--- src/st_buffer_pkg.sv ---
// Store buffer widths, entry/drain state and store response enums, entry payload struct

package st_buffer_pkg;

  // ------------------------------------------------------------------------
  // Widths
  // ------------------------------------------------------------------------
  localparam int PADDR_W  = 32;
  localparam int DATA_W   = 64;
  localparam int STRB_W   = DATA_W / 8;
  localparam int LINE_LSB = 3;
  localparam int LINE_W   = PADDR_W - LINE_LSB;

  // Physical address without the byte offset
  typedef logic [LINE_W-1:0] line_addr_t;

  // ------------------------------------------------------------------------
  // Encodings
  // ------------------------------------------------------------------------
  typedef enum logic [1:0] {
    ST_RESP_ALLOC = 2'd0,
    ST_RESP_MERGE = 2'd1,
    ST_RESP_FULL  = 2'd2
  } st_resp_e;

  typedef enum logic [1:0] {
    ENTRY_FREE    = 2'd0,
    ENTRY_PENDING = 2'd1,
    ENTRY_ISSUED  = 2'd2
  } entry_state_e;

  typedef enum logic [1:0] {
    DRAIN_IDLE = 2'd0,
    DRAIN_REQ  = 2'd1,
    DRAIN_RESP = 2'd2
  } drain_state_e;

  // Line, byte strobes and data of one buffered store
  typedef struct packed {
    line_addr_t        line;
    logic [STRB_W-1:0] strb;
    logic [DATA_W-1:0] data;
  } st_payload_t;

endpackage

--- src/st_buffer_ifs.sv ---
// Per-entry store buffer interface st_entry_if with feed, drain, watch and entry modports
`timescale 1ns/1ns

interface st_entry_if;

  // Allocator side
  logic                        load;
  logic                        merge;
  st_buffer_pkg::st_payload_t  new_payload;

  // Drain side
  logic                        issue;
  logic                        done;
  logic                        retry;

  // Entry contents
  st_buffer_pkg::entry_state_e state;
  st_buffer_pkg::st_payload_t  payload;

  // Allocator writes new stores or merges into an entry
  modport feed (
    output load,
    output merge,
    output new_payload
  );

  // Drain moves the entry through issue and completion
  modport drain (
    output issue,
    output done,
    output retry
  );

  // Read-only view for merge search and forwarding
  modport watch (
    input state,
    input payload
  );

  modport entry (
    input  load,
    input  merge,
    input  new_payload,
    input  issue,
    input  done,
    input  retry,
    output state,
    output payload
  );

endinterface

--- src/st_buffer_entry.sv ---
// Store buffer entry: line address, byte strobes, data and entry state machine
`timescale 1ns/1ns

module st_buffer_entry (
  input logic       i_clk,
  input logic       i_reset_n,
  st_entry_if.entry entry_if
);

  st_buffer_pkg::entry_state_e        r_state;
  st_buffer_pkg::entry_state_e        w_state_next;
  st_buffer_pkg::st_payload_t         r_payload;
  logic [st_buffer_pkg::DATA_W-1:0]   w_data_base;
  logic [st_buffer_pkg::DATA_W-1:0]   w_data_next;

  // ------------------------------------------------------------------------
  // State machine
  // ------------------------------------------------------------------------
  always_comb begin
    w_state_next = r_state;
    case (r_state)
      st_buffer_pkg::ENTRY_FREE: begin
        if (entry_if.load) begin
          w_state_next = st_buffer_pkg::ENTRY_PENDING;
        end
      end
      st_buffer_pkg::ENTRY_PENDING: begin
        if (entry_if.issue) begin
          w_state_next = st_buffer_pkg::ENTRY_ISSUED;
        end
      end
      st_buffer_pkg::ENTRY_ISSUED: begin
        if (entry_if.done) begin
          w_state_next = st_buffer_pkg::ENTRY_FREE;
        end else if (entry_if.retry) begin
          // Conflict, go round again
          w_state_next = st_buffer_pkg::ENTRY_PENDING;
        end
      end
      default: w_state_next = st_buffer_pkg::ENTRY_FREE;
    endcase
  end

  always_ff @(posedge i_clk or negedge i_reset_n) begin
    if (!i_reset_n) begin
      r_state <= st_buffer_pkg::ENTRY_FREE;
    end else begin
      r_state <= w_state_next;
    end
  end

  // ------------------------------------------------------------------------
  // Payload
  // ------------------------------------------------------------------------
  // New allocation starts from zero so unwritten bytes read back as 0
  assign w_data_base = entry_if.load ? '0 : r_payload.data;

  always_comb begin
    for (int b = 0; b < st_buffer_pkg::STRB_W; b++) begin
      w_data_next[b*8 +: 8] = entry_if.new_payload.strb[b] ?
                              entry_if.new_payload.data[b*8 +: 8] : w_data_base[b*8 +: 8];
    end
  end

  always_ff @(posedge i_clk) begin
    if (entry_if.load) begin
      r_payload.line <= entry_if.new_payload.line;
      r_payload.strb <= entry_if.new_payload.strb;
      r_payload.data <= w_data_next;
    end else if (entry_if.merge) begin
      r_payload.strb <= r_payload.strb | entry_if.new_payload.strb;
      r_payload.data <= w_data_next;
    end
  end

  assign entry_if.state   = r_state;
  assign entry_if.payload = r_payload;

endmodule

--- src/flat_wrapper.sv ---
// flat-port wrapper written by rule: the top's interface ports become plain ports
module st_buffer_entry_flat 
  (i_clk, i_reset_n, entry_if_load, entry_if_merge, entry_if_new_payload, entry_if_issue, entry_if_done, entry_if_retry, entry_if_state, entry_if_payload);
  st_entry_if entry_if_i ();
  input logic i_clk;
  input logic i_reset_n;
  input wire logic [$bits(entry_if_i.load)-1:0] entry_if_load;
  input wire logic [$bits(entry_if_i.merge)-1:0] entry_if_merge;
  input wire logic [$bits(entry_if_i.new_payload)-1:0] entry_if_new_payload;
  input wire logic [$bits(entry_if_i.issue)-1:0] entry_if_issue;
  input wire logic [$bits(entry_if_i.done)-1:0] entry_if_done;
  input wire logic [$bits(entry_if_i.retry)-1:0] entry_if_retry;
  output wire logic [$bits(entry_if_i.state)-1:0] entry_if_state;
  output wire logic [$bits(entry_if_i.payload)-1:0] entry_if_payload;
  assign entry_if_i.load = entry_if_load;
  assign entry_if_i.merge = entry_if_merge;
  assign entry_if_i.new_payload = entry_if_new_payload;
  assign entry_if_i.issue = entry_if_issue;
  assign entry_if_i.done = entry_if_done;
  assign entry_if_i.retry = entry_if_retry;
  assign entry_if_state = entry_if_i.state;
  assign entry_if_payload = entry_if_i.payload;
  st_buffer_entry u_core (.i_clk(i_clk), .i_reset_n(i_reset_n), .entry_if(entry_if_i));
endmodule
--- config.mk ---
export PLATFORM = sky130hd
export DESIGN_NAME = st_buffer_entry_flat
export DESIGN_NICKNAME = d
export VERILOG_FILES = /design/src/st_buffer_pkg.sv /design/src/st_buffer_ifs.sv /design/src/st_buffer_entry.sv /design/src/flat_wrapper.sv
export SDC_FILE = /design/constraint.sdc
export NUM_CORES = 1
export LEC_CHECK = 0
export BUFFER_PORTS_ARGS = -buffer_cell sky130_fd_sc_hd__buf_2
export CORE_ASPECT_RATIO = 1.25
export CORE_UTILIZATION = 25
export CTS_CLUSTER_SIZE = 28
export DETAILED_ROUTE_END_ITERATION = 8
export GPL_TIMING_DRIVEN = 0
export PLACE_DENSITY = 0.52
export SLEW_MARGIN = 5
export SYNTH_ARGS = -nofsm -noshare
export SYNTH_HDL_FRONTEND = slang
export SYNTH_SLANG_ARGS = --single-unit
--- constraint.sdc ---
create_clock -name i_clk -period 1 [get_ports i_clk]
set_input_delay 0.2 -clock i_clk [delete_from_list [all_inputs] [get_ports i_clk]]
set_output_delay 0.2 -clock i_clk [all_outputs]
set_load 0.005 [all_outputs]
* After elaboration in Yosys (flattened, before gate mapping)
Index checks and enable logic that the tools add are counted.
** Word-level totals
- Bits in registers :: 103
- Output and inout bits :: 103
- Word-level logic and storage cells :: 29
** Cells by class
- Equality and inequality tests :: 5
- Multiplexer cells :: 16
- Bitwise operators :: 1
- Reduce and logical (&&, ||, !) cells :: 3
** Operator list (count)
- two-way mux 72 bit :: 2
- two-way mux 64 bit :: 1
- two-way mux 8 bit :: 8
- two-way mux 2 bit :: 4
- OR 8 bit :: 1
- case mux 2 bit (3 select lines) :: 1
- != test 2 bit (second input constant) :: 2
- != test 3 bit (second input constant) :: 1
- AND reduction 3 bit :: 1
- equality test 2 x 1 -> 1 bit (second input constant) :: 1
- equality test 2 bit (second input constant) :: 1
- logical NOT 2 bit :: 1
- nonzero test 2 bit :: 1

* Longest topological paths before layout
Gate-level depths: netlist (run 1).
- Depth in word-level cells :: 4
- Depth in mapped cells :: 3
- Mapped depth without buffers :: 2

* Worst setup path before layout (run 1)
Ideal clock, no wire load.
- Path kind :: input -> register
- From :: input port entry_if_merge
- To :: register u_core.r_payload (netlist bit u_core.entry_if.payload[64]), enable pin
- Library setup time :: 0.271 ns
- Data arrival time :: 0.685 ns
- Data required time :: 0.729 ns
- Slack :: 0.044 ns
- Stages on the path :: 2
- Path buffers :: 1
- Cell sequence :: buf_2 -> or2_2
** Between the ends
- Word-level cells in the longest chain between the ends :: 1
** RTL lines
- start, declared :: line flat_wrapper.sv:8 : input wire logic [$bits(entry_if_i.merge)-1:0] entry_if_merge;
- nonzero test 2 bit (no source line)
- end, declared :: line st_buffer_entry.sv:12 : st_buffer_pkg::st_payload_t r_payload;
No other way between the ends.
A chain may end at the register's enable or synchronous reset.

* Worst setup path after layout (run 1)
- From :: register u_core.r_payload (netlist bit u_core.entry_if.payload[69])
- To :: output port entry_if_payload[69]
** RTL lines
- end, declared :: line flat_wrapper.sv:14 : output wire logic [$bits(entry_if_i.payload)-1:0] entry_if_payload;
No word-level cell between the ends.

==> flow_metrics.env, run 1 <==
export IMPL_arrival_ps=890
export IMPL_layout_setup_ws_ps=-94.4
export IMPL_power_density_mw_per_mm2=1870
export IMPL_cts_made_buffers=9
export IMPL_vias=2465
export IMPL_power_uw=10000
export IMPL_power_leakage_uw=0.00233
export IMPL_ir_drop_uv=810
export IMPL_cpMaxStageDelayCell="edfxtp_1"
export IMPL_startpoint_type="register"
export IMPL_clkTransAtPathRegs_ps=70
export IMPL_fin_util_pct=37.1
export IMPL_areaGrowthSynthToFinish_pct=45.1
export IMPL_finalSetupViolCount=104
export IMPL_async_flop_share_pct=1.94
export IMPL_track_usage_pct=11.5
export IMPL_ys_seq_elements=103
export IMPL_end_kind="primary output"
export IMPL_finalMaxSlewViolations=0
export IMPL_skew_ps=0.196
export IMPL_crit_type="register to primary output"
export IMPL_final_cells=612
export IMPL_synth_net_count=309
export IMPL_path_cells="buf_2"
export IMPL_whs_ps=32.1
export IMPL_ant_nets=0
export IMPL_relSlewSlack_pct=83.7
export IMPL_synth_top_area_share_pct=82.3
export IMPL_place_ws_ps=-938
export IMPL_antenna_found_initial=1
export IMPL_die_width_um=111
export IMPL_synth_top_cell_by_area="edfxtp_1"
export IMPL_clk_path_buf_depth=2
export IMPL_clock_latency_ps=340
export IMPL_multiInputGateArea_um2=601
export IMPL_hpwl_um=6620
export IMPL_drt_iter0_markers=65
export IMPL_grt_overflow=0
export IMPL_num_rows=49
export IMPL_firstDrtPassIters=4
export IMPL_h_tree_depth=3
export IMPL_fillCellCount=1425
export IMPL_register_area_mm2=0.00308
export IMPL_place_gp_congestion=0.691
export IMPL_synth_most_common_cell="edfxtp_1"
export IMPL_syn_inst=201
export IMPL_cts_tree="yes"
export IMPL_netlist_area_mm2=0.00368
export IMPL_initial_utilization_pct=25.6
export IMPL_vias_per_cell=4.03
export IMPL_grt_pass1_vias=2458
export IMPL_max_cap_violations=0
export IMPL_fin_nets=536
export IMPL_fin_crit_ps=1090
export IMPL_final_layout_size_suffix_gt1_share_pct=56.6
export IMPL_rsz0062_at_grt="true"
export IMPL_port_buffers=209
export IMPL_seq_area_frac_synth_pct=83.7
export IMPL_dp_cells=588
export IMPL_synth_ff_type="edfxtp_1"
export IMPL_finalHoldViolCount=0
export IMPL_synth_edff_count=101
export IMPL_fin_crit_sh_pct=109
export IMPL_io_pins=211
export IMPL_worst_slew_pin_slew_ps=244
export IMPL_wirelength_um=8780
export IMPL_die_h_um=138
export IMPL_wire_per_inst_um=14.3
export IMPL_synth_commonest_cells="101 x edfxtp_1, 64 x and2_1, 16 x nand2_1"
export IMPL_cts_root_buf="clkbuf_16"
export IMPL_grt_first_pass_wirelength_um=13100
export IMPL_hp_class="input port to register"
export IMPL_ys_warn_count=0
export IMPL_die_area_mm2=0.0152
export IMPL_fmax_mhz=914
export IMPL_ys_top_cells_by_area="edfxtp_1 82%, and2_1 11%, nand2_1 1.6%, a21o_1 1.4%, dfrtp_1 1.4%"
export IMPL_cp_max_fo=2
export IMPL_drc=0
export IMPL_violations="negative setup slack"
export IMPL_worst_r2r_setup_slack_ps=-20
export IMPL_path_buf_inv=1
export IMPL_cts_num_sinks=103
export IMPL_synth_cell_types=16
export IMPL_grt_max_degree=33
export IMPL_cp_data_required_time_ps=800
export IMPL_syn_area_per_cell_um2=18.3
export IMPL_coreArea_mm2=0.0144
export IMPL_slowest_delay_ps=410
export IMPL_status="complete, but fails checks"
export IMPL_critical_path_top_delay_family="flip-flops"
## report_power, final
part	total [µW]	internal, µW	switching [µW]
logic	1150	627	526
clock network	3530	2010	1520
registers	5320	5200	120
total	10000	7840	2170
## kinds of logic (layout without fill, tap and decap cells)
kind of cell / Yosys count / count (layout) / share of synthesized area, %
flops: 103 / 103 / 83.7
simple gates: 85 / 85 / 13.5
other cells: 0 / 1 / 0
compound gates: 9 / 9 / 2.00
mux: 1 / 1 / 0.306
buf+inv: 3 / 235 / 0.543
## cell usage in the layout, fill, tap and decap left out, drive strengths merged
cell type    instances
clkbuf              11
diode                1
nor2                 1
dfrtp                2
o31ai                1
nor3                 1
bufinv               1
nand2               16
buf                216
clkinv               1
and2                65
dlygate4sd3          2
mux2                 1
edfxtp             101
inv                  1
nand4bb              1
or2                  1
clkinvlp             3
a21o                 8
## sequential cells by signal (all words and copies together), names as in the netlist
register / flops
u_core.entry_if.state: 2
u_core.entry_if.payload: 101
## layer usage
| layer | GRT usage (%) | routed length, µm | part of all wire [%] | vias up |
|---|---|---|---|---|
| li1 | - | - | - | 1183 |
| met1 | 12.5 | 3440 | 39 | 1162 |
| met2 | 19.6 | 4500 | 51 | 115 |
| met3 | 5.63 | 740 | 8.4 | 5 |
| met4 | 4.00 | 94 | 1.1 | 0 |
| met5 | 0 | 0 | 0 | - |
## final timing paths
| check | startpoint | end | depth (start not counted) |
|---|---|---|---|
| hold / removal | entry_if_new_payload[87] | u_core.entry_if.payload[87] | 1 |
| setup / recovery | u_core.entry_if.payload[69] | entry_if_payload[69] | 1 |
| min in group asynchronous | i_reset_n | u_core.entry_if.state[0] | 2 |
| setup reg to reg | u_core.entry_if.state[0] | u_core.entry_if.state[1] | 3 |
| hold reg to reg | u_core.entry_if.payload[67] | u_core.entry_if.payload[67] | 1 |
| max in group asynchronous | i_reset_n | u_core.entry_if.state[1] | 2 |
## worst register-to-register path: stages (launching register included)
cell,delay (ps)
dfrtp_1,400
buf_6,130
and2_4,130
mux2_2,250
## per-stage QoR
| step | instance area, µm² | TNS, ps |
|---|---|---|
| 6_report | 5350 | -3730 |
| 5_1_grt | 5340 | -9080 |
| 3_3_place_gp | 4950 | -65670 |
| 3_5_place_dp | 4950 | -72330 |
| 2_1_floorplan | 3680 | 0 |
| 4_1_cts | 5320 | -6400 |
## cell type report
cell class              instances  share of cell area, %
multi-input cells              95                   11.2
repair buffers                216                   20.9
plain buffers                   2                  0.304
well taps                     178                   4.17
clock buffers                  11                   4.54
clock inverters                 5                   1.08
diodes                          1                 0.0468
inverters                       1                 0.0702
flip-flops and latches        103                   57.7
## timing repair
item | in CTS | in global routing
setup buffers | 3 | 2
hold endpoints to repair | 2 | 1
gates resized for setup | 11 | 1
hold buffers | 1 | 1
endpoints found under the setup margin | 183 | 104
No activity file was read; power rests on OpenSTA's default activity.
==> inputs of run 2 (changes only) <==
ABC_AREA = 1   (was not set)
PLACE_DENSITY = 0.51   (was 0.52)
==> run 2 against run 1 <==
Effect of this change:
- the run still ends with negative setup slack left
- power grew 3.7%
- wire length grew 5.3%
- die area rose by 3.9%
- non-clock buffer count is 3 higher
- utilization up 0.44 points
- critical endpoint is now entry_if_payload[64]
- register-to-register slack improved by 50 ps
- hold slack worse by 6.9 ps
- combinational power is 10% higher
==> flow_metrics.env, run 2 <==
export IMPL_layout_commonest_cell="buf_2"
export IMPL_critical_path_top_delay_family="flip-flops"
export IMPL_num_rows=50
export IMPL_dp_cells=674
export IMPL_multiInputGateArea_um2=499
export IMPL_register_area_mm2=0.00308
export IMPL_netlist_area_mm2=0.00383
export IMPL_drt_iter0_markers=91
export IMPL_initial_utilization_pct=25.6
export IMPL_slowest_delay_ps=420
export IMPL_worst_r2r_setup_slack_ps=30
export IMPL_max_cap_violations=0
export IMPL_end_kind="primary output"
export IMPL_arrival_ps=910
export IMPL_crit_type="register to primary output"
export IMPL_fin_nets=621
export IMPL_syn_inst=290
export IMPL_skew_ps=0.0643
export IMPL_synth_edff_count=101
export IMPL_antenna_found_initial=0
export IMPL_cts_root_buf="clkbuf_16"
export IMPL_vias_per_cell=3.94
export IMPL_synth_top_area_share_pct=79.2
export IMPL_ir_drop_uv=947
export IMPL_hp_class="input port to register"
export IMPL_die_h_um=140
export IMPL_wirelength_um=9240
export IMPL_ys_warn_count=0
export IMPL_vias=2761
export IMPL_clkTransAtPathRegs_ps=70
export IMPL_rsz0062_at_grt="true"
export IMPL_final_cells=700
export IMPL_die_area_mm2=0.0158
export IMPL_track_usage_pct=11.7
export IMPL_clk_path_buf_depth=2
export IMPL_crit_path_end="entry_if_payload[64]"
export IMPL_r2r_cells=4
export IMPL_final_layout_size_suffix_gt1_share_pct=47.9
export IMPL_syn_area_per_cell_um2=13.2
export IMPL_place_gp_congestion=0.716
export IMPL_finalHoldViolCount=0
export IMPL_port_buffers=202
export IMPL_ys_top_cells_by_area="edfxtp_1 79%, nand2_1 8.5%, inv_1 7.4%, dfrtp_1 1.3%, o21ai_1 1.0%"
export IMPL_firstDrtPassIters=4
export IMPL_cpMaxStageDelayCell="edfxtp_1"
export IMPL_r2r_start="u_core.entry_if.payload[70]"
export IMPL_synth_net_count=398
export IMPL_synth_ff_type="edfxtp_1"
export IMPL_synth_top_cell_by_area="edfxtp_1"
export IMPL_path_cells="buf_2"
export IMPL_coreArea_mm2=0.0150
export IMPL_cp_max_fo=2
export IMPL_wire_per_inst_um=13.2
export IMPL_whs_ps=25.2
export IMPL_grt_overflow=0
export IMPL_ys_seq_elements=103
export IMPL_synth_cell_types=12
export IMPL_areaGrowthSynthToFinish_pct=46.6
export IMPL_fmax_mhz=898
export IMPL_path_buf_inv=1
export IMPL_fin_crit_sh_pct=111
export IMPL_status="complete, but fails checks"
export IMPL_cts_tree="yes"
export IMPL_r2r_end="u_core.entry_if.payload[70]"
export IMPL_power_density_mw_per_mm2=1850
export IMPL_relSlewSlack_pct=78.3
export IMPL_cp_data_required_time_ps=800
export IMPL_worst_slew_pin_slew_ps=325
export IMPL_finalSetupViolCount=103
export IMPL_fin_crit_ps=1110
export IMPL_ant_nets=0
export IMPL_grt_first_pass_wirelength_um=13900
export IMPL_cp_startpoint="u_core.entry_if.payload[64]"
export IMPL_startpoint_type="register"
export IMPL_finalMaxSlewViolations=0
export IMPL_cts_made_buffers=9
export IMPL_seq_area_frac_synth_pct=80.5
export IMPL_die_width_um=113
export IMPL_synth_commonest_cells="101 x edfxtp_1, 87 x nand2_1, 75 x inv_1"
export IMPL_hpwl_um=7020
export IMPL_drc=0
export IMPL_synth_most_common_cell="edfxtp_1"
export IMPL_clock_latency_ps=340
export IMPL_antenna_cells=0
export IMPL_io_pins=211
export IMPL_fillCellCount=1475
export IMPL_power_leakage_uw=0.00290
export IMPL_path_depth=1
export IMPL_layout_setup_ws_ps=-114
export IMPL_cts_num_sinks=103
export IMPL_grt_max_degree=32
export IMPL_grt_pass1_vias=2770
export IMPL_final_cell_mix="204 x buf_2, 101 x edfxtp_1, 84 x nand2_1"
export IMPL_detailed_place_area_mm2=0.00510
export IMPL_power_uw=10400
export IMPL_async_flop_share_pct=1.94
export IMPL_fin_area_mm2=0.00561
export IMPL_violations="negative setup slack"
export IMPL_largest_reg_flops=101
export IMPL_h_tree_depth=3
## run 2: worst min path at each step
stage	slack [ps]	cells past startpoint	start	end
final	30	1	entry_if_new_payload[95]	u_core.entry_if.payload[95]
after global placement	-10	1	i_reset_n	u_core.entry_if.state[1]
after CTS	9	1	entry_if_new_payload[95]	u_core.entry_if.payload[95]
after global routing	6	1	entry_if_new_payload[91]	u_core.entry_if.payload[91]
after floorplan	-100	0	i_reset_n	u_core.entry_if.state[0]
after detailed placement	-10	1	i_reset_n	u_core.entry_if.state[0]
## run 2: cell families after synthesis
group	after synthesis	share of synthesized area, %
and+or+nand+nor	93	9.18
AOI/OAI and AO/OA	9	1.18
DFF	103	80.5
buffers and inverters	85	9.12
## run 2: routing by layer
layer | track usage [%] | share of wire [%]
met4 | 5.40 | 1.6
met1 | 11.9 | 37
met2 | 21.4 | 53
met3 | 3.98 | 8.2
met5 | 0 | 0
## run 2: area by class of cell
cell class | count | area share, %
multi-input combinational | 102 | 8.89
timing repair buffer | 212 | 20.1
clock inverter | 7 | 1.69
clock buffer | 9 | 4.01
inverter | 76 | 5.15
sequential | 103 | 54.9
tap | 182 | 4.06
buffer | 9 | 1.20
## run 2: per-stage QoR
| step | util [%] | setup WS, ps | TNS (ps) |
|---|---|---|---|
| 5_1_grt | 37.5 | -157 | -9080 |
| 4_1_cts | 37.4 | -137 | -6870 |
| 6_report | 37.5 | -114 | -4160 |
| 3_3_place_gp | 34.1 | -993 | -68400 |
| 2_1_floorplan | - | -34.4 | -1590 |
| 3_5_place_dp | 34.1 | -997 | -69650 |
## run 2: report_power, final
group          internal, µW  switching, µW  leakage (µW)
combinational           620            652       0.00171
clock                  2200           1580      0.000158
sequential             5200            117       0.00103
## run 2: repair_timing
item	CTS	global route
pin swaps	1	0
hold endpoints to repair	2	0
setup endpoints to repair	183	104
gates resized for setup	14	4
hold buffers	1	0
setup buffers	8	1
gates cloned	0	0
